[src/hw/sdram_params.svh]
`ifndef SDRAM_PARAMS_SVH
`define SDRAM_PARAMS_SVH

// Power-up wait, 200 us at 50 MHz
`define SDRAM_INIT_WAIT 14'd10000

// Auto-refreshes issued during power-up
`define SDRAM_INIT_REFRESHES 4'd8

// Refresh to next command, in cycles
`define SDRAM_TRC 3'd6

// 64 ms / 8192 rows / 20 ns
`define SDRAM_REFRESH_INTERVAL 9'd390

// Read data appears this many cycles after READ
`define SDRAM_CAS_LATENCY 2'd3

// Burst length 1, sequential, CL 3, burst write
`define SDRAM_MODE_WORD 12'h030

`endif

[src/hw/sdram_pkg.sv]
package sdram_pkg;

	// Bus word address {bank, row, column}
	typedef logic [21:0] avl_addr_t;
	typedef logic [15:0] data_t;
	typedef logic [1:0]  byte_en_t;

	// Address fields, row width is also the SDRAM address bus width
	typedef logic [1:0]  bank_t;
	typedef logic [11:0] row_t;
	typedef logic [7:0]  col_t;

	// Encoded as {CSn, RASn, CASn, WEn}
	typedef enum logic [3:0] {
		CMD_NOP   = 4'b1111,
		CMD_ACT   = 4'b0011,
		CMD_READ  = 4'b0101,
		CMD_WRITE = 4'b0100,
		CMD_PALL  = 4'b0010,
		CMD_REF   = 4'b0001,
		CMD_MRS   = 4'b0000
	} sdram_cmd_t;

	// Access sequencer states
	typedef enum logic [3:0] {
		ST_INIT, ST_IDLE, ST_ACT, ST_TRCD, ST_WRITE,
		ST_READ, ST_XFER_NOP, ST_DONE, ST_REF, ST_REF_NOP
	} access_state_t;

endpackage

[src/hw/sdram_init_seq.sv]
`timescale 1ns/10ps
`include "sdram_params.svh"

module sdram_init_seq (
	input  logic                  sys_clk,
	input  logic                  rstn,
	output sdram_pkg::sdram_cmd_t init_cmd,
	output sdram_pkg::row_t       init_addr,
	output logic                  init_done
);

	// Power-up phases
	typedef enum logic [2:0] {
		PH_WAIT, PH_PALL, PH_NOP, PH_REF, PH_MRS, PH_DONE
	} phase_t;

	phase_t      phase;
	// Shared by the 200 us wait and the NOP spacing
	logic [13:0] wait_cnt;
	// Refreshes issued so far
	logic [3:0]  ref_cnt;
	logic [13:0] nop_last;
	logic        wait_over;
	logic        nop_over;

	// One NOP after PALL, tRC - 1 NOPs after each REF
	assign nop_last  = (ref_cnt == 4'd0) ? 14'd0 : {11'd0, `SDRAM_TRC} - 14'd2;
	assign wait_over = (wait_cnt == `SDRAM_INIT_WAIT - 14'd1);
	assign nop_over  = (wait_cnt == nop_last);

	always_ff @(posedge sys_clk or negedge rstn) begin
		if (!rstn) begin
			phase    <= PH_WAIT;
			wait_cnt <= 14'd0;
			ref_cnt  <= 4'd0;
		end else begin
			case (phase)
				PH_WAIT: begin
					if (wait_over) begin
						wait_cnt <= 14'd0;
						phase    <= PH_PALL;
					end else begin
						wait_cnt <= wait_cnt + 14'd1;
					end
				end
				PH_PALL: phase <= PH_NOP;
				PH_NOP: begin
					if (nop_over) begin
						wait_cnt <= 14'd0;
						// Mode set once all refreshes are out
						phase <= (ref_cnt == `SDRAM_INIT_REFRESHES) ? PH_MRS : PH_REF;
					end else begin
						wait_cnt <= wait_cnt + 14'd1;
					end
				end
				PH_REF: begin
					ref_cnt <= ref_cnt + 4'd1;
					phase   <= PH_NOP;
				end
				PH_MRS: phase <= PH_DONE;
				// Parked here for good
				default: phase <= PH_DONE;
			endcase
		end
	end

	// Command and address decode
	always_comb begin
		init_cmd  = sdram_pkg::CMD_NOP;
		init_addr = 12'h000;
		case (phase)
			PH_PALL: begin
				init_cmd  = sdram_pkg::CMD_PALL;
				// A10 high, all banks
				init_addr = 12'h400;
			end
			PH_REF: init_cmd = sdram_pkg::CMD_REF;
			PH_MRS: begin
				init_cmd  = sdram_pkg::CMD_MRS;
				init_addr = `SDRAM_MODE_WORD;
			end
			default: init_cmd = sdram_pkg::CMD_NOP;
		endcase
	end

	// High from the cycle after MRS
	assign init_done = (phase == PH_DONE);

	// Sequence runs once per reset
	a_done_sticky: assert property (@(posedge sys_clk) disable iff (!rstn)
		init_done |=> init_done);

endmodule

[src/hw/sdram_refresh_timer.sv]
`timescale 1ns/10ps
`include "sdram_params.svh"

module sdram_refresh_timer (
	input  logic sys_clk,
	input  logic rstn,
	input  logic refresh_start,
	output logic refresh_due
);

	// Cycles since the last refresh command
	logic [8:0] ref_cnt;
	logic       cnt_full;

	// Saturates at the interval instead of wrapping
	assign cnt_full = (ref_cnt == `SDRAM_REFRESH_INTERVAL);

	always_ff @(posedge sys_clk or negedge rstn) begin
		if (!rstn) begin
			ref_cnt <= 9'd0;
		end else if (refresh_start) begin
			// Restart on every issued REF
			ref_cnt <= 9'd0;
		end else if (!cnt_full) begin
			ref_cnt <= ref_cnt + 9'd1;
		end
	end

	// Held until the sequencer answers with a REF
	assign refresh_due = cnt_full;

	// Sequencer only refreshes on demand
	a_start_when_due: assert property (@(posedge sys_clk) disable iff (!rstn)
		refresh_start |-> refresh_due);

endmodule

[src/hw/sdram_access_ctrl.sv]
`timescale 1ns/10ps
`include "sdram_params.svh"

module sdram_access_ctrl (
	input  logic                  sys_clk,
	input  logic                  rstn,
	input  sdram_pkg::sdram_cmd_t init_cmd,
	input  sdram_pkg::row_t       init_addr,
	input  logic                  init_done,
	input  logic                  refresh_due,
	output logic                  refresh_start,
	input  sdram_pkg::avl_addr_t  avl_addr,
	input  sdram_pkg::byte_en_t   avl_byte_en,
	input  logic                  avl_write,
	input  logic                  avl_read,
	input  sdram_pkg::data_t      avl_wrdata,
	output sdram_pkg::data_t      avl_rddata,
	output logic                  avl_req_wait,
	output logic                  csn,
	output logic                  rasn,
	output logic                  casn,
	output logic                  wen,
	output sdram_pkg::bank_t      ba,
	output sdram_pkg::row_t       addr,
	output sdram_pkg::byte_en_t   dqm,
	output sdram_pkg::data_t      dq_out,
	output logic                  dq_oe,
	input  sdram_pkg::data_t      dq_in
);

	// Five NOPs after WRITE for write recovery and auto-precharge
	localparam logic [2:0] WR_LAST  = 3'd4;
	// Last NOP after READ is where data lands
	localparam logic [2:0] RD_LAST  = {1'b0, `SDRAM_CAS_LATENCY} - 3'd1;
	localparam logic [2:0] REF_LAST = `SDRAM_TRC - 3'd2;

	sdram_pkg::access_state_t state;
	sdram_pkg::sdram_cmd_t    cmd;
	logic [2:0]               nop_cnt;
	logic                     req_write;
	logic                     accept;
	logic                     capture;
	// Registered request
	sdram_pkg::avl_addr_t     req_addr;
	sdram_pkg::byte_en_t      req_be;
	sdram_pkg::data_t         req_data;
	sdram_pkg::data_t         rd_data;
	sdram_pkg::bank_t         req_bank;
	sdram_pkg::row_t          req_row;
	sdram_pkg::col_t          req_col;

	// Address layout {bank, row, column}
	assign req_bank = req_addr[21:20];
	assign req_row  = req_addr[19:8];
	assign req_col  = req_addr[7:0];

	// Refresh wins, both strobes high is ignored
	assign accept = (state == sdram_pkg::ST_IDLE) && !refresh_due && (avl_write ^ avl_read);

	// Third cycle after READ
	assign capture = (state == sdram_pkg::ST_XFER_NOP) && !req_write && (nop_cnt == 3'd0);

	always_ff @(posedge sys_clk or negedge rstn) begin
		if (!rstn) begin
			state     <= sdram_pkg::ST_INIT;
			nop_cnt   <= 3'd0;
			req_write <= 1'b0;
		end else begin
			case (state)
				sdram_pkg::ST_INIT: begin
					if (init_done)
						state <= sdram_pkg::ST_IDLE;
				end
				sdram_pkg::ST_IDLE: begin
					if (refresh_due) begin
						state <= sdram_pkg::ST_REF;
					end else if (accept) begin
						req_write <= avl_write;
						state     <= sdram_pkg::ST_ACT;
					end
				end
				sdram_pkg::ST_ACT:  state <= sdram_pkg::ST_TRCD;
				sdram_pkg::ST_TRCD: begin
					state <= req_write ? sdram_pkg::ST_WRITE : sdram_pkg::ST_READ;
				end
				sdram_pkg::ST_WRITE: begin
					nop_cnt <= WR_LAST;
					state   <= sdram_pkg::ST_XFER_NOP;
				end
				sdram_pkg::ST_READ: begin
					nop_cnt <= RD_LAST;
					state   <= sdram_pkg::ST_XFER_NOP;
				end
				sdram_pkg::ST_XFER_NOP: begin
					if (nop_cnt == 3'd0)
						state <= sdram_pkg::ST_DONE;
					else
						nop_cnt <= nop_cnt - 3'd1;
				end
				sdram_pkg::ST_REF: begin
					nop_cnt <= REF_LAST;
					state   <= sdram_pkg::ST_REF_NOP;
				end
				sdram_pkg::ST_REF_NOP: begin
					if (nop_cnt == 3'd0)
						state <= sdram_pkg::ST_IDLE;
					else
						nop_cnt <= nop_cnt - 3'd1;
				end
				default: state <= sdram_pkg::ST_IDLE;
			endcase
		end
	end

	// Request payload, loaded on accept
	always_ff @(posedge sys_clk) begin
		if (accept) begin
			req_addr <= avl_addr;
			req_be   <= avl_byte_en;
			req_data <= avl_wrdata;
		end
	end

	// Read word kept until the next read
	always_ff @(posedge sys_clk) begin
		if (capture)
			rd_data <= dq_in;
	end

	// Pin decode, init sequencer owns the bus until init_done
	always_comb begin
		cmd  = sdram_pkg::CMD_NOP;
		ba   = 2'b00;
		addr = 12'h000;
		dqm  = 2'b00;
		case (state)
			sdram_pkg::ST_INIT: begin
				cmd  = init_cmd;
				addr = init_addr;
				dqm  = 2'b11;
			end
			sdram_pkg::ST_ACT: begin
				cmd  = sdram_pkg::CMD_ACT;
				ba   = req_bank;
				addr = req_row;
			end
			sdram_pkg::ST_WRITE: begin
				cmd  = sdram_pkg::CMD_WRITE;
				ba   = req_bank;
				// A10 set for auto-precharge
				addr = {4'b0100, req_col};
				dqm  = ~req_be;
			end
			sdram_pkg::ST_READ: begin
				cmd  = sdram_pkg::CMD_READ;
				ba   = req_bank;
				addr = {4'b0100, req_col};
			end
			sdram_pkg::ST_REF: cmd = sdram_pkg::CMD_REF;
			default: cmd = sdram_pkg::CMD_NOP;
		endcase
	end

	assign {csn, rasn, casn, wen} = cmd;

	// Restarts the refresh interval
	assign refresh_start = (state == sdram_pkg::ST_REF);

	// Data driven around the WRITE cycle
	assign dq_out = req_data;
	assign dq_oe  = (req_write && (state == sdram_pkg::ST_TRCD))
		|| (state == sdram_pkg::ST_WRITE)
		|| (req_write && (state == sdram_pkg::ST_XFER_NOP) && (nop_cnt == WR_LAST));

	assign avl_rddata   = rd_data;
	assign avl_req_wait = (state != sdram_pkg::ST_DONE);

	// No bus contention from READ through capture
	a_no_oe_on_read: assert property (@(posedge sys_clk) disable iff (!rstn)
		(cmd == sdram_pkg::CMD_READ) |-> (!dq_oe) [*(`SDRAM_CAS_LATENCY + 1)]);

	// One-cycle release, only for a held request
	a_wait_pulse: assert property (@(posedge sys_clk) disable iff (!rstn)
		!avl_req_wait |-> (avl_write ^ avl_read) ##1 avl_req_wait);

endmodule

[src/hw/sdram_controller.sv]
`timescale 1ns/10ps

module sdram_controller (
	input  logic                 sys_clk,
	input  logic                 rstn,
	input  sdram_pkg::avl_addr_t avl_addr,
	input  sdram_pkg::byte_en_t  avl_byte_en,
	input  logic                 avl_write,
	input  logic                 avl_read,
	input  sdram_pkg::data_t     avl_wrdata,
	output sdram_pkg::data_t     avl_rddata,
	output logic                 avl_req_wait,
	output logic                 csn,
	output logic                 rasn,
	output logic                 casn,
	output logic                 wen,
	output sdram_pkg::bank_t     ba,
	output sdram_pkg::row_t      addr,
	output sdram_pkg::byte_en_t  dqm,
	output sdram_pkg::data_t     dq_out,
	output logic                 dq_oe,
	input  sdram_pkg::data_t     dq_in
);

	// Power-up command stream
	sdram_pkg::sdram_cmd_t init_cmd;
	sdram_pkg::row_t       init_addr;
	logic                  init_done;
	// Refresh handshake
	logic                  refresh_due;
	logic                  refresh_start;

	sdram_init_seq u_init_seq (
		.sys_clk   (sys_clk),
		.rstn      (rstn),
		.init_cmd  (init_cmd),
		.init_addr (init_addr),
		.init_done (init_done)
	);

	sdram_refresh_timer u_refresh_timer (
		.sys_clk       (sys_clk),
		.rstn          (rstn),
		.refresh_start (refresh_start),
		.refresh_due   (refresh_due)
	);

	// Owns the SDRAM pins and the bus response
	sdram_access_ctrl u_access_ctrl (
		.sys_clk       (sys_clk),
		.rstn          (rstn),
		.init_cmd      (init_cmd),
		.init_addr     (init_addr),
		.init_done     (init_done),
		.refresh_due   (refresh_due),
		.refresh_start (refresh_start),
		.avl_addr      (avl_addr),
		.avl_byte_en   (avl_byte_en),
		.avl_write     (avl_write),
		.avl_read      (avl_read),
		.avl_wrdata    (avl_wrdata),
		.avl_rddata    (avl_rddata),
		.avl_req_wait  (avl_req_wait),
		.csn           (csn),
		.rasn          (rasn),
		.casn          (casn),
		.wen           (wen),
		.ba            (ba),
		.addr          (addr),
		.dqm           (dqm),
		.dq_out        (dq_out),
		.dq_oe         (dq_oe),
		.dq_in         (dq_in)
	);

endmodule

[config.mk]
export PLATFORM = sky130hd
export DESIGN_NAME = sdram_controller
export DESIGN_NICKNAME = d
export VERILOG_FILES = /design/src/hw/sdram_pkg.sv /design/src/hw/sdram_init_seq.sv /design/src/hw/sdram_refresh_timer.sv /design/src/hw/sdram_access_ctrl.sv /design/src/hw/sdram_controller.sv
export VERILOG_INCLUDE_DIRS = /design/src /design/src/hw
export SDC_FILE = /design/constraint.sdc
export NUM_CORES = 1
export LEC_CHECK = 0
export ABC_AREA = 1
export ABC_CLOCK_PERIOD_IN_PS = 4750
export BUFFER_PORTS_ARGS = -buffer_cell sky130_fd_sc_hd__buf_2
export CAP_MARGIN = 40
export CORE_AREA = 2 2 92 102
export DETAILED_ROUTE_END_ITERATION = 7
export DIE_AREA = 0 0 94 104
export PLACE_DENSITY = 0.75
export SYNTH_ARGS = -nofsm -noshare
export SYNTH_HDL_FRONTEND = slang
export SYNTH_SLANG_ARGS = --single-unit
[constraint.sdc]
create_clock -name sys_clk -period 4.75 [get_ports sys_clk]
set_input_delay 0 -clock sys_clk [delete_from_list [all_inputs] [get_ports sys_clk]]
set_output_delay 0 -clock sys_clk [all_outputs]
set_load 0.01 [all_outputs]
## Word level (Yosys, flattened, before mapping)

Index checks and enable logic that the tools add are counted.

- Word-level logic and storage cells: 96
- Bits in registers: 94
- Output and inout bits: 54
- Input port bits: 60

- Equality and inequality tests: 27
- Reduce and logical (&&, ||, !) cells: 26
- Bitwise operators: 3
- Muxes and demuxes: 25
- $add $sub $neg: 4

Operators with widths:

| cell | count |
|---|---|
| $pmux 12 s3 | 1 |
| $pmux 4 s8 | 1 |
| $mux 14 | 2 |
| $pmux 14 s2 | 1 |
| $pmux 11 s2 | 1 |
| $mux 4 | 5 |
| $pmux 4 s5 | 1 |
| $mux 9 | 2 |
| $pmux 3 s3 | 2 |
| $mux 3 | 5 |
| $add 14x1->14 const B | 1 |
| $eq 14x14->1 | 1 |
| $eq 14x14->1 const B | 1 |
| $eq 4x3->1 const B | 3 |
| $eq 4x4->1 const B | 3 |
| $pmux 4 s3 | 1 |
| $add 9x1->9 const B | 1 |
| $eq 3x3->1 const B | 3 |
| $eq 9x9->1 const B | 1 |
| $eq 4x2->1 const B | 2 |
| $logic_not 4->1 | 2 |
| $ne 2x1->1 const B | 4 |
| $reduce_or 2->1 | 4 |
| $logic_and 1x1->1 | 7 |
| other kinds (23) | 30 |

## Depth between registers and ports, before layout

Gate-level depths: netlist (run 1).

- Word-level depth: 7
- Gate-level depth with buffers: 11
- Gate-level depth less buffers: 11

## Cells and area by module

From an unflattened synthesis (run 1), not the netlist that was laid out.

- Cells, all modules: 485
- Area, all modules: 4649.5 um^2

Modules (own cells, without submodules):

| module | sequential area each (um^2) | cells an instance | area an instance (um^2) | times used |
|---|---|---|---|---|
| sdram_access_ctrl | 1881.8 | 208 | 2667.6 | 1 |
| sdram_init_seq | 525.5 | 204 | 1452.6 | 1 |
| sdram_refresh_timer | 225.2 | 73 | 529.3 | 1 |

## Worst setup path before layout (run 1)

Ideal clock, no wire load.

- Path kind: reg-to-reg
- Start: reg u_access_ctrl.state[3]
- End: reg u_access_ctrl.req_data[0] (netlist: u_access_ctrl.dq_out[0]), enable pin
- Path buffers: 0
- Stages on the path, launching flop included: 4
- Setup time: 433 ps
- Arrival: 2421 ps
- Setup slack: 1896 ps
- Required time: 4317 ps
- Period minus slack after synthesis: 2854 ps
- Cell sequence: dfrtp_1 > nor2_2 > nand2_1 > nor3_2

- Longest elaborated chain between the ends: 3

RTL lines:

| item | RTL line | text |
|---|---|---|
| start: declaration | sdram_access_ctrl.sv:37 | `sdram_pkg::access_state_t state;` |
| start signal: assignment | sdram_access_ctrl.sv:65 | `state <= sdram_pkg::ST_INIT;` |
| start signal: assignment | sdram_access_ctrl.sv:72 | `state <= sdram_pkg::ST_IDLE;` |
| start signal: assignment | sdram_access_ctrl.sv:76 | `state <= sdram_pkg::ST_REF;` |
| $eq 4x1->1 | sdram_access_ctrl.sv:58 | `assign accept = (state == sdram_pkg::ST_IDLE) && !refresh_due && (avl_write ^ avl_read);` |
| $logic_and 1x1->1 (2 in series) | sdram_access_ctrl.sv:58 |  |
| via u_access_ctrl.accept | sdram_access_ctrl.sv:41 | `logic accept;` |
| end signal: assignment | sdram_access_ctrl.sv:120 | `req_data <= avl_wrdata;` |
| end: declaration | sdram_access_ctrl.sv:46 | `sdram_pkg::data_t req_data;` |

The timed path passes the listed nets, and every way through them passes these cells.
A chain may end at the register's enable or synchronous reset.

## Worst setup path in the final report (run 1)

- Start: reg u_access_ctrl.state[3]
- End: out rasn

- Longest elaborated chain between the ends: 2
- Elaborated cells on any way between the ends: 6
- Those cells by class: eq/ne (4); mux (1); reduce/logical (1)

RTL lines:

| item | RTL line | text |
|---|---|---|
| $eq 4x4->1, or another cell as far along | sdram_access_ctrl.sv:136 | `case (state)` |
| $pmux 4 s5 (*) | sdram_access_ctrl.sv:136 |  |
| end: declaration | sdram_controller.sv:14 | `output logic rasn,` |

Every way passes the cells marked *; elsewhere a longest branch is shown, timed or not.

==> results of run 1 <==
[report_power, final]
part           total [mW]  switching [mW]  internal, mW  leakage [nW]
Combinational       0.736           0.471         0.265          1.67
Clock               0.527           0.321         0.207        0.0970
Sequential           1.03          0.0499         0.979          1.00
[layer usage]
layer  up-vias  GRT usage, %  routed length, um
li1       1750             -                  -
met1      1710          25.9               4080
met2       142          41.0               5710
met3        36          6.74                725
met4         0          10.9                384
met5         -             0                  0
[cells in the mapped netlist]
cell type,n
a21oi_2,1
clkinv_1,1
nor2_4,2
dfrtp_1,38
nor3_2,2
a31oi_1,1
o21ai_1,3
nand3_2,5
inv_2,7
edfxtp_1,56
nor2_1,51
nand3_1,26
ha_1,8
a22o_1,6
o21ai_0,13
a21oi_1,14
nand2_1,88
xnor2_1,4
nor3_1,4
xor2_1,9
o211ai_1,2
o221ai_1,1
nor2_2,7
a21o_1,1
buf_2,3
buf_6,1
nand2_2,4
nand4_1,8
inv_1,61
[logic make-up (layout without fill, tap and decap cells)]
kind of cell,after synthesis,after routing,synth area share [%]
simple gates,197,197,20.7
xor+xnor,13,13,2.67
compound gates,42,42,5.84
flops,94,94,61.7
fa+ha+maj,8,8,2.35
buf+inv,73,259,6.69
[sequential cells by signal, indices dropped and copies added (netlist names), 3 cells and up]
name                      cells
u_init_seq.wait_cnt          14
u_access_ctrl.nop_cnt         3
u_access_ctrl.dq_out         16
u_init_seq.phase              3
u_init_seq.ref_cnt            4
u_refresh_timer.ref_cnt       9
u_access_ctrl.req_addr       22
u_access_ctrl.state           4
u_access_ctrl.avl_rddata     16
[worst paths after layout]
kind	startpoint	endpoint	slack, ps
worst max register to register	u_access_ctrl.state[3]	u_access_ctrl.req_write	2820
worst min-delay path	rstn	u_init_seq.wait_cnt[6]	20
min in group sys_clk	avl_read	u_access_ctrl.state[0]	160
worst max-delay path	u_access_ctrl.state[3]	rasn	2660
max in group asynchronous	rstn	u_init_seq.wait_cnt[1]	4280
worst min register to register	u_init_seq.ref_cnt[3]	u_init_seq.ref_cnt[3]	500
[repair_timing]
| action | in CTS | in global routing |
|---|---|---|
| hold buffers | 58 | 0 |
| resized for setup | 0 | 0 |
| endpoints found under the hold margin | 95 | 0 |
| setup endpoints to repair | 0 | 0 |
[cell type report]
| type | instances | area (sq um) |
|---|---|---|
| Clock buffer | 9 | 124 |
| Clock inverter | 7 | 72.6 |
| Fill cell | 630 | 3010 |
| Inverter | 69 | 259 |
| Multi-Input combinational cell | 260 | 1360 |
| Sequential cell | 94 | 2630 |
| Tap cell | 114 | 143 |
| Timing Repair Buffer | 174 | 1180 |
[metrics by stage]
| step | power [mW] | std cells | area (sq um) |
|---|---|---|---|
| after CTS | 2.26 | 727 | 5770 |
| final | 2.29 | 727 | 5770 |
| after floorplan | 1.45 | 427 | 4260 |
| after global placement | 1.68 | 651 | 4960 |
| after global routing | 2.42 | 727 | 5770 |
| after detailed placement | 1.70 | 653 | 4990 |
==> results.py, run 1 <==
metrics = {
    "grt": {
        "antenna_found_initial": 0,
        "grt_start_max_net_pins": 43,
        "grt_pass1_vias": 3834,
        "grtUsageTotal_pct": 23.4,
        "grt.overflow.total": 0,
        "grt_pass1_wl_mm": 17.8,
    },
    "setup_path": {
        "rr_worst_depth": 6,
        "cp_top_family": "simple AND/OR/NAND/NOR gates",
        "crit_slowest_cell": "dfrtp_1",
        "cp_common_cell": "nor2_2",
        "arrival_ps": 2090,
        "crit_chain": "nor2_2 > inv_1 > nor2_2 > nor2_2 > nand3_2 > nand3_1 > buf_2",
        "cp-end-kind": "output pin",
        "cp_num_buf_inv": 2,
        "cp.required_ps": 4750,
        "crit_fanout": 11,
        "crit_path_start_kind": "register",
        "worst-path-stages": 7,
        "crit_type": "reg -> out",
        "slowest_delay_ps": 490,
    },
    "timing": {
        "layout_setup_ws_ps": 2660,
        "hold_violations": 0,
        "worst_pin_slew_ps": 551,
        "fin_skew_ps": 18.9,
        "slew_headroom_pct": 63.2,
        "rsz0062_at_grt": "no",
        "period_needed_ps": 2090,
        "holdWs_ps": 23.8,
        "fmax_mhz": 478,
        "slew_violations": 0,
        "period_share_pct": 44.1,
        "finalSetupTns_ps": 0,
        "setup_viol": 0,
    },
    "flow_run": {
        "drv_cap": 0,
    },
    "finish": {
        "drive_gt1_share_pct": 26.3,
        "final_util_pct": 65.7,
        "mostFrequentLayoutCell": "buf_2",
        "syn2layout_area_growth_pct": 35.3,
        "fin_nets": 676,
        "diodes": 0,
        "mostFrequentLayoutCells": "113 x buf_2, 88 x nand2_1, 61 x inv_1",
    },
    "floorplan": {
        "ios": 114,
        "die_x_um": 94,
        "core_sq_um": 8780,
        "initial_core_util_pct": 48.5,
        "die_area_sq_um": 9780,
        "rows": 36,
        "die_y_um": 104,
    },
    "power": {
        "cellLeakagePower_nw": 2.77,
        "ir_worst_vdd_uv": 329,
        "p_per_area_nw_per_um2": 397,
    },
    "synthesis": {
        "ys_warn_count": 0,
        "synth_cell_types": 29,
        "synth_area_leaders": "edfxtp_1 39%, dfrtp_1 22%, nand2_1 7.7%",
        "synth_seq_cells": 94,
        "ys_seq_area_share_pct": 61.7,
        "synth_top_area_share_pct": 39.4,
        "synth_nets": 495,
        "synthCells": 427,
        "syn_avg_cell_area_sq_um": 9.99,
        "synth_area_sq_um": 4260,
        "synth_top_area_cell": "edfxtp_1",
    },
    "detailed_routing": {
        "drc_errors": 0,
        "drtAntennaViolNets": 0,
        "wl_per_cell_um": 15.0,
        "drt_iter0_markers": 216,
        "first_pass_iters": 5,
        "wl_mm": 10.9,
        "viasPerCell": 5.00,
        "via_count": 3638,
    },
    "place": {
        "portBuffers": 113,
        "pre_cts_slack_ps": 2840,
        "dp_hpwl_mm": 6.72,
        "gp_congestion": 0.916,
    },
    "clock_network": {
        "cts-root-to-sink-buffers": 2,
        "h-tree-depth": 3,
        "cts_sinks": 94,
        "postCtsSetupRepairBufs": 0,
        "cts_made_buffers": 9,
        "cts_tree": "yes",
        "clk_transition_reported_paths_ps": 100,
        "clk_latency_ps": 370,
        "cts-root-buf": "clkbuf_8",
    },
    "run_status": {
        "status": "complete, no violations",
    },
    "worst_hold_path": {
        "hold_class": "in -> async",
    },
}
Note: power is estimated with default switching activity, not from simulation.
==> run 2: changes to the inputs <==
ABC_CLOCK_PERIOD_IN_PS = 1700   (was 4750)
CORE_AREA = 2 2 94 105   (was 2 2 92 102)
DIE_AREA = 0 0 96 107   (was 0 0 94 104)
clock period = 1.7 ns   (was 4.75 ns; I/O delays follow)
==> run 2 against run 1 <==
The run now ends with setup timing left. Via count rose by 5.4%. Sequential power increased to 2.8 times the previous value. Sequential cell count did not move. Register-to-register slack worse by 2900 ps. Clock skew is 4.8 ps higher. Combinational power rose to 3.6 times the previous value. Critical path depth stayed put. Die area rose by 5.1%. Core utilization grew 0.20 points. Worst hold slack better by 180 ps.
==> results.py, run 2 (synthesis gave the netlist of run 1 again) <==
metrics = {
    "detailed_routing": {
        "drt_iter0_markers": 325,
        "drc_errors": 0,
        "wl_per_cell_um": 17.3,
        "via_count": 3836,
        "drtAntennaViolNets": 0,
        "first_pass_iters": 5,
        "viasPerCell": 5.12,
        "wl_mm": 12.9,
    },
    "timing": {
        "finalSetupTns_ps": -1270,
        "period_share_pct": 105,
        "rsz0062_at_grt": "yes",
        "fin_skew_ps": 23.7,
        "worst_pin_slew_ps": 493,
        "period_needed_ps": 1790,
        "hold_violations": 0,
        "slew_headroom_pct": 67.1,
        "fmax_mhz": 560,
        "slew_violations": 0,
        "layout_setup_ws_ps": -86.0,
        "setup_viol": 51,
    },
    "finish": {
        "fin_area_sq_um": 6070,
        "n_fill_cell": 669,
        "mostFrequentLayoutCells": "109 x buf_2, 82 x nand2_1, 58 x inv_1, 58 x dlygate4sd3_1, 56 x edfxtp_1",
        "mostFrequentLayoutCell": "buf_2",
        "largest_reg_flops": 22,
        "multi_input_area_sq_um": 1450,
        "diodes": 0,
        "fin_nets": 695,
        "largest-register": "u_access_ctrl.req_addr",
        "syn2layout_area_growth_pct": 42.3,
        "drive_gt1_share_pct": 31.8,
        "register_area_sq_um": 2640,
    },
    "power": {
        "power_mw": 7.05,
        "internal_power_mw": 4.38,
        "seqPwrFrac_pct": 41.4,
        "power_frac_clock_pct": 21.3,
        "cellLeakagePower_nw": 2.90,
        "p_comb_share_pct": 37.3,
        "power_switching_mw": 2.67,
        "ir_worst_vdd_uv": 789,
        "p_per_area_nw_per_um2": 1160,
        "switching_share_pct": 37.8,
    },
    "place": {
        "gp_congestion": 0.858,
        "placed_cell_area_sq_um": 5060,
        "dp_hpwl_mm": 6.85,
        "portBuffers": 113,
        "pre_cts_slack_ps": 117,
    },
    "grt": {
        "grtUsageTotal_pct": 24.5,
        "grt_start_max_net_pins": 43,
        "antenna_found_initial": 0,
        "grt_pass1_wl_mm": 19.1,
        "grt.overflow.total": 0,
        "grt_pass1_vias": 3860,
    },
    "worst_hold_path": {
        "hold_class": "in -> async",
    },
    "setup_path": {
        "r2r_slack_ps": -40,
        "crit_slowest_cell": "dfrtp_2",
        "crit_type": "reg -> out",
        "crit_chain": "nor2_4 > buf_4 > nand2_2 > inv_2 > nand3_1 > nand4_1 > buf_2",
        "cp-end-kind": "output pin",
        "slowest_delay_ps": 480,
        "cp.required_ps": 1700,
        "arrival_ps": 1790,
        "crit_path_start_kind": "register",
        "crit_fanout": 5,
    },
    "run_status": {
        "status": "complete, but fails checks",
        "violations": "setup timing",
    },
    "floorplan": {
        "initial_core_util_pct": 46.3,
        "die_x_um": 96,
        "ios": 114,
        "core_sq_um": 9210,
        "die_y_um": 107,
        "rows": 37,
        "die_area_sq_um": 10300,
    },
    "clock_network": {
        "cts_tree": "yes",
        "cts-root-to-sink-buffers": 2,
        "clk_latency_ps": 390,
        "clk_transition_reported_paths_ps": 110,
        "h-tree-depth": 3,
        "cts_made_buffers": 9,
        "cts-root-buf": "clkbuf_8",
        "cts_sinks": 94,
    },
    "flow_run": {
        "drv_cap": 0,
    },
}
run 2: changes by cell type in the layout (fill, tap and decap cells not counted), moves of 4 or more:
| cell | delta |
|---|---|
| buf_2 | -4 |
| buf_4 | +17 |
| buf_6 | +5 |
| nand2_1 | -6 |
| nand2_2 | +5 |
| nand3_1 | -4 |
| nor2_1 | -4 |
| nor2_4 | +6 |
run 2: worst max-delay path, delay by kind of cell (launching register included):
kind          cells  cell delay [ps]
simple gates      4              530
flops             1              480
buf+inv           3              390
run 2: per-stage QoR:
step	utilization (%)	instances	hold slack, ps
2_1_floorplan	-	427	-296
3_3_place_gp	54.9	661	80.7
3_5_place_dp	54.9	661	83.3
4_1_cts	64.0	740	170
5_1_grt	65.9	749	239
6_report	65.9	749	202
run 2: final cells by class:
type	instances	share of cell area (%)
Timing Repair Buffer	193	22.5
Tap cell	117	2.41
Multi-Input combinational cell	260	24.0
Inverter	69	4.43
Clock inverter	7	1.24
Sequential cell	94	43.4
Clock buffer	9	2.04
run 2: metal layers:
metal,vias up,GRT usage [%],part of all wire [%]
li1,1790,-,-
met1,1816,27.7,36
met2,197,44.3,55
met3,33,4.85,5.7
met4,0,9.80,3.4
met5,-,0,0
run 2: worst paths after layout:
path	to	depth (start not counted)	start
hold / removal	u_init_seq.wait_cnt[6]	3	rstn
min in group sys_clk	u_access_ctrl.state[0]	5	avl_read
setup / recovery	casn	7	u_access_ctrl.state[2]
hold reg to reg	u_init_seq.ref_cnt[3]	1	u_init_seq.ref_cnt[3]
setup reg to reg	u_access_ctrl.req_addr[14]	5	u_access_ctrl.state[0]
max in group asynchronous	u_access_ctrl.state[3]	3	rstn
run 2: power by group through the flow:
stage / Clock (mW) / Sequential, mW / Combinational, mW
finish: 1.50 / 2.92 / 2.63
global route: 1.60 / 2.93 / 2.84
CTS: 1.48 / 2.85 / 2.18
detailed placement: 0 / 2.90 / 1.94
global placement: 0 / 2.89 / 1.91
floorplan: 0 / 2.93 / 1.13
run 2: repair_timing:
item,CTS,global route
gates cloned,0,0
resized for setup,6,32
buffers inserted,5,9
endpoints found under the setup margin,14,68
pin swaps,2,8
hold buffers,58,0
hold endpoints to repair,95,0
==> run 3: changes to the inputs <==
CELL_PAD_IN_SITES_DETAIL_PLACEMENT = 1   (was not set)
CELL_PAD_IN_SITES_GLOBAL_PLACEMENT = 2   (was not set)
CORE_AREA = 2 2 119 133   (was 2 2 94 105)
DIE_AREA = 0 0 121 135   (was 0 0 96 107)
==> run 3 against run 2 <==
The run now ends clean. Cell count up 11%. Sequential cell count unchanged. First-iteration DRC count down 62%. Sequential power about the same. Register-to-register slack better by 140 ps. Design area up 3.2%. Global-route usage down 8.2 points. Combinational power down 6%. Count of clock-buffer cells in the layout unchanged. Clock power up 45%. Highest routed layer unchanged.
==> results.py, run 3 (synthesis gave the netlist of run 1 again) <==
metrics = {
    "run_status": {
        "status": "complete, no violations",
    },
    "place": {
        "pre_cts_slack_ps": 106,
        "gp_congestion": 0.736,
        "portBuffers": 113,
        "dp_cells": 744,
        "dp_hpwl_mm": 8.45,
    },
    "setup_path": {
        "timing.rr.end": "u_access_ctrl.req_addr[2]",
        "rr_worst_depth": 6,
        "arrival_ps": 1680,
        "cp_num_buf_inv": 3,
        "crit_path_start_kind": "register",
        "cp_top_family": "simple AND/OR/NAND/NOR gates",
        "cp_common_cell": "nor2_4",
        "reg2reg_from": "u_refresh_timer.ref_cnt[0]",
        "crit_chain": "buf_6 > nor2_4 > nand2_4 > inv_8 > nor2_4 > nand3_2 > nand4_1 > buf_2",
        "crit_slowest_cell": "dfrtp_1",
        "slowest_delay_ps": 420,
        "cp-end-kind": "output pin",
        "cp.required_ps": 1700,
        "crit_fanout": 6,
        "crit_type": "reg -> out",
        "r2r_slack_ps": 100,
    },
    "finish": {
        "fin_nets": 695,
        "mostFrequentLayoutCell": "buf_2",
        "largest_reg_flops": 22,
        "mostFrequentLayoutCells": "111 x buf_2, 87 x nand2_1, 58 x inv_1, 58 x dlygate4sd3_1, 56 x edfxtp_1",
        "largest-register": "u_access_ctrl.req_addr",
        "drive_gt1_share_pct": 30.9,
        "diodes": 0,
        "instances_no_fill": 828,
        "syn2layout_area_growth_pct": 46.9,
    },
    "power": {
        "ir_worst_vdd_uv": 715,
        "power_mw": 7.54,
        "p_per_area_nw_per_um2": 1200,
        "cellLeakagePower_nw": 2.96,
    },
    "floorplan": {
        "rows": 47,
        "ios": 114,
        "die_y_um": 135,
        "core_sq_um": 14900,
        "initial_core_util_pct": 28.7,
        "die_area_sq_um": 16300,
        "die_x_um": 121,
    },
    "detailed_routing": {
        "wl_per_cell_um": 15.4,
        "via_count": 3642,
        "drt_iter0_markers": 125,
        "drc_errors": 0,
        "drtAntennaViolNets": 0,
        "first_pass_iters": 4,
        "wl_mm": 12.7,
        "viasPerCell": 4.40,
    },
    "timing": {
        "worst_pin_slew_ps": 547,
        "finalSetupTns_ps": 0,
        "fmax_mhz": 595,
        "fin_skew_ps": 12.0,
        "layout_setup_ws_ps": 17.9,
        "slew_headroom_pct": 63.5,
        "hold_violations": 0,
        "holdWs_ps": 152,
        "period_needed_ps": 1680,
        "rsz0062_at_grt": "yes",
        "period_share_pct": 98.9,
        "setup_viol": 0,
        "slew_violations": 0,
    },
    "clock_network": {
        "cts_made_buffers": 9,
        "cts_sinks": 94,
        "clk_latency_ps": 360,
        "h-tree-depth": 3,
        "clk_transition_reported_paths_ps": 70,
        "cts_tree": "yes",
        "cts-root-buf": "clkbuf_16",
        "cts-root-to-sink-buffers": 2,
    },
    "grt": {
        "grt.overflow.total": 0,
        "grtUsageTotal_pct": 16.3,
        "grt_start_max_net_pins": 43,
        "grt_pass1_wl_mm": 20.4,
        "grt_pass1_vias": 3971,
        "antenna_found_initial": 0,
    },
    "worst_hold_path": {
        "holdPathStages": 5,
        "hold_class": "in -> reg",
        "hold_path_startpoint": "avl_read",
        "whs_endpoint": "u_access_ctrl.state[0]",
    },
    "flow_run": {
        "drv_cap": 0,
    },
}
[run 3: cell count changes in the layout (fill, tap and decap cells not counted), sizes merged]
cell | before | now
inv | 71 | 74
bufinv | 0 | 1
buf | 135 | 134
clkinv | 4 | 2
clkinvlp | 1 | 0
[run 3: cell type report]
type / count / area [sq um]
fillers: 1694 / 8610
flip-flops and latches: 94 / 2640
multi-input cells: 260 / 1440
repair buffers: 192 / 1360
inverters: 69 / 269
well taps: 196 / 245
clock buffers: 9 / 225
clock inverters: 7 / 92.6
repair inverters: 1 / 6.26
[run 3: power breakdown]
group / internal, mW / total [mW] / switching [mW]
clock network: 1.19 / 2.18 / 0.985
registers: 2.74 / 2.89 / 0.148
logic: 1.01 / 2.47 / 1.46
total: 4.94 / 7.54 / 2.60
[run 3: worst max path at each step]
stage / depth (start not counted) / from / to / slack, ps
after floorplan: 5 / u_refresh_timer.ref_cnt[0] / u_access_ctrl.dq_out[0] / -500
after global placement: 6 / u_refresh_timer.ref_cnt[0] / u_access_ctrl.req_addr[5] / 140
after detailed placement: 6 / u_refresh_timer.ref_cnt[0] / u_access_ctrl.req_addr[5] / 110
after CTS: 7 / u_access_ctrl.state[3] / dq_oe / -20
after global routing: 8 / u_access_ctrl.state[3] / rasn / -80
final: 8 / u_access_ctrl.state[3] / casn / 20
[run 3: metrics by stage]
stage / area [sq um] / utilization, %
3_3_place_gp: 5200 / 34.9
6_report: 6270 / 42.1
4_1_cts: 6140 / 41.3
5_1_grt: 6270 / 42.1
2_1_floorplan: 4290 / -
3_5_place_dp: 5200 / 34.9
[run 3: per-layer routing]
| layer | global-route usage [%] | vias up | share of wire, % |
|---|---|---|---|
| met3 | 5.49 | 22 | 5.6 |
| met4 | 6.33 | 0 | 2.5 |
| li1 | - | 1792 | - |
| met1 | 17.5 | 1732 | 39 |
| met5 | 0 | - | 0 |
| met2 | 29.4 | 96 | 53 |
[run 3: tightest hold or removal path, cell delays in order]
cell	delay, ps
buf_2	90
xnor2_1	120
nand3_1	120
nand3_1	80
nand2_1	60
[run 3: repair_timing]
item,4_1_cts,5_1_grt
gates resized for setup,12,16
cloned,0,1
endpoints found under the hold margin,95,0
setup endpoints to repair,18,26
hold buffers,58,0
pin swaps,2,6
buffers inserted,1,8
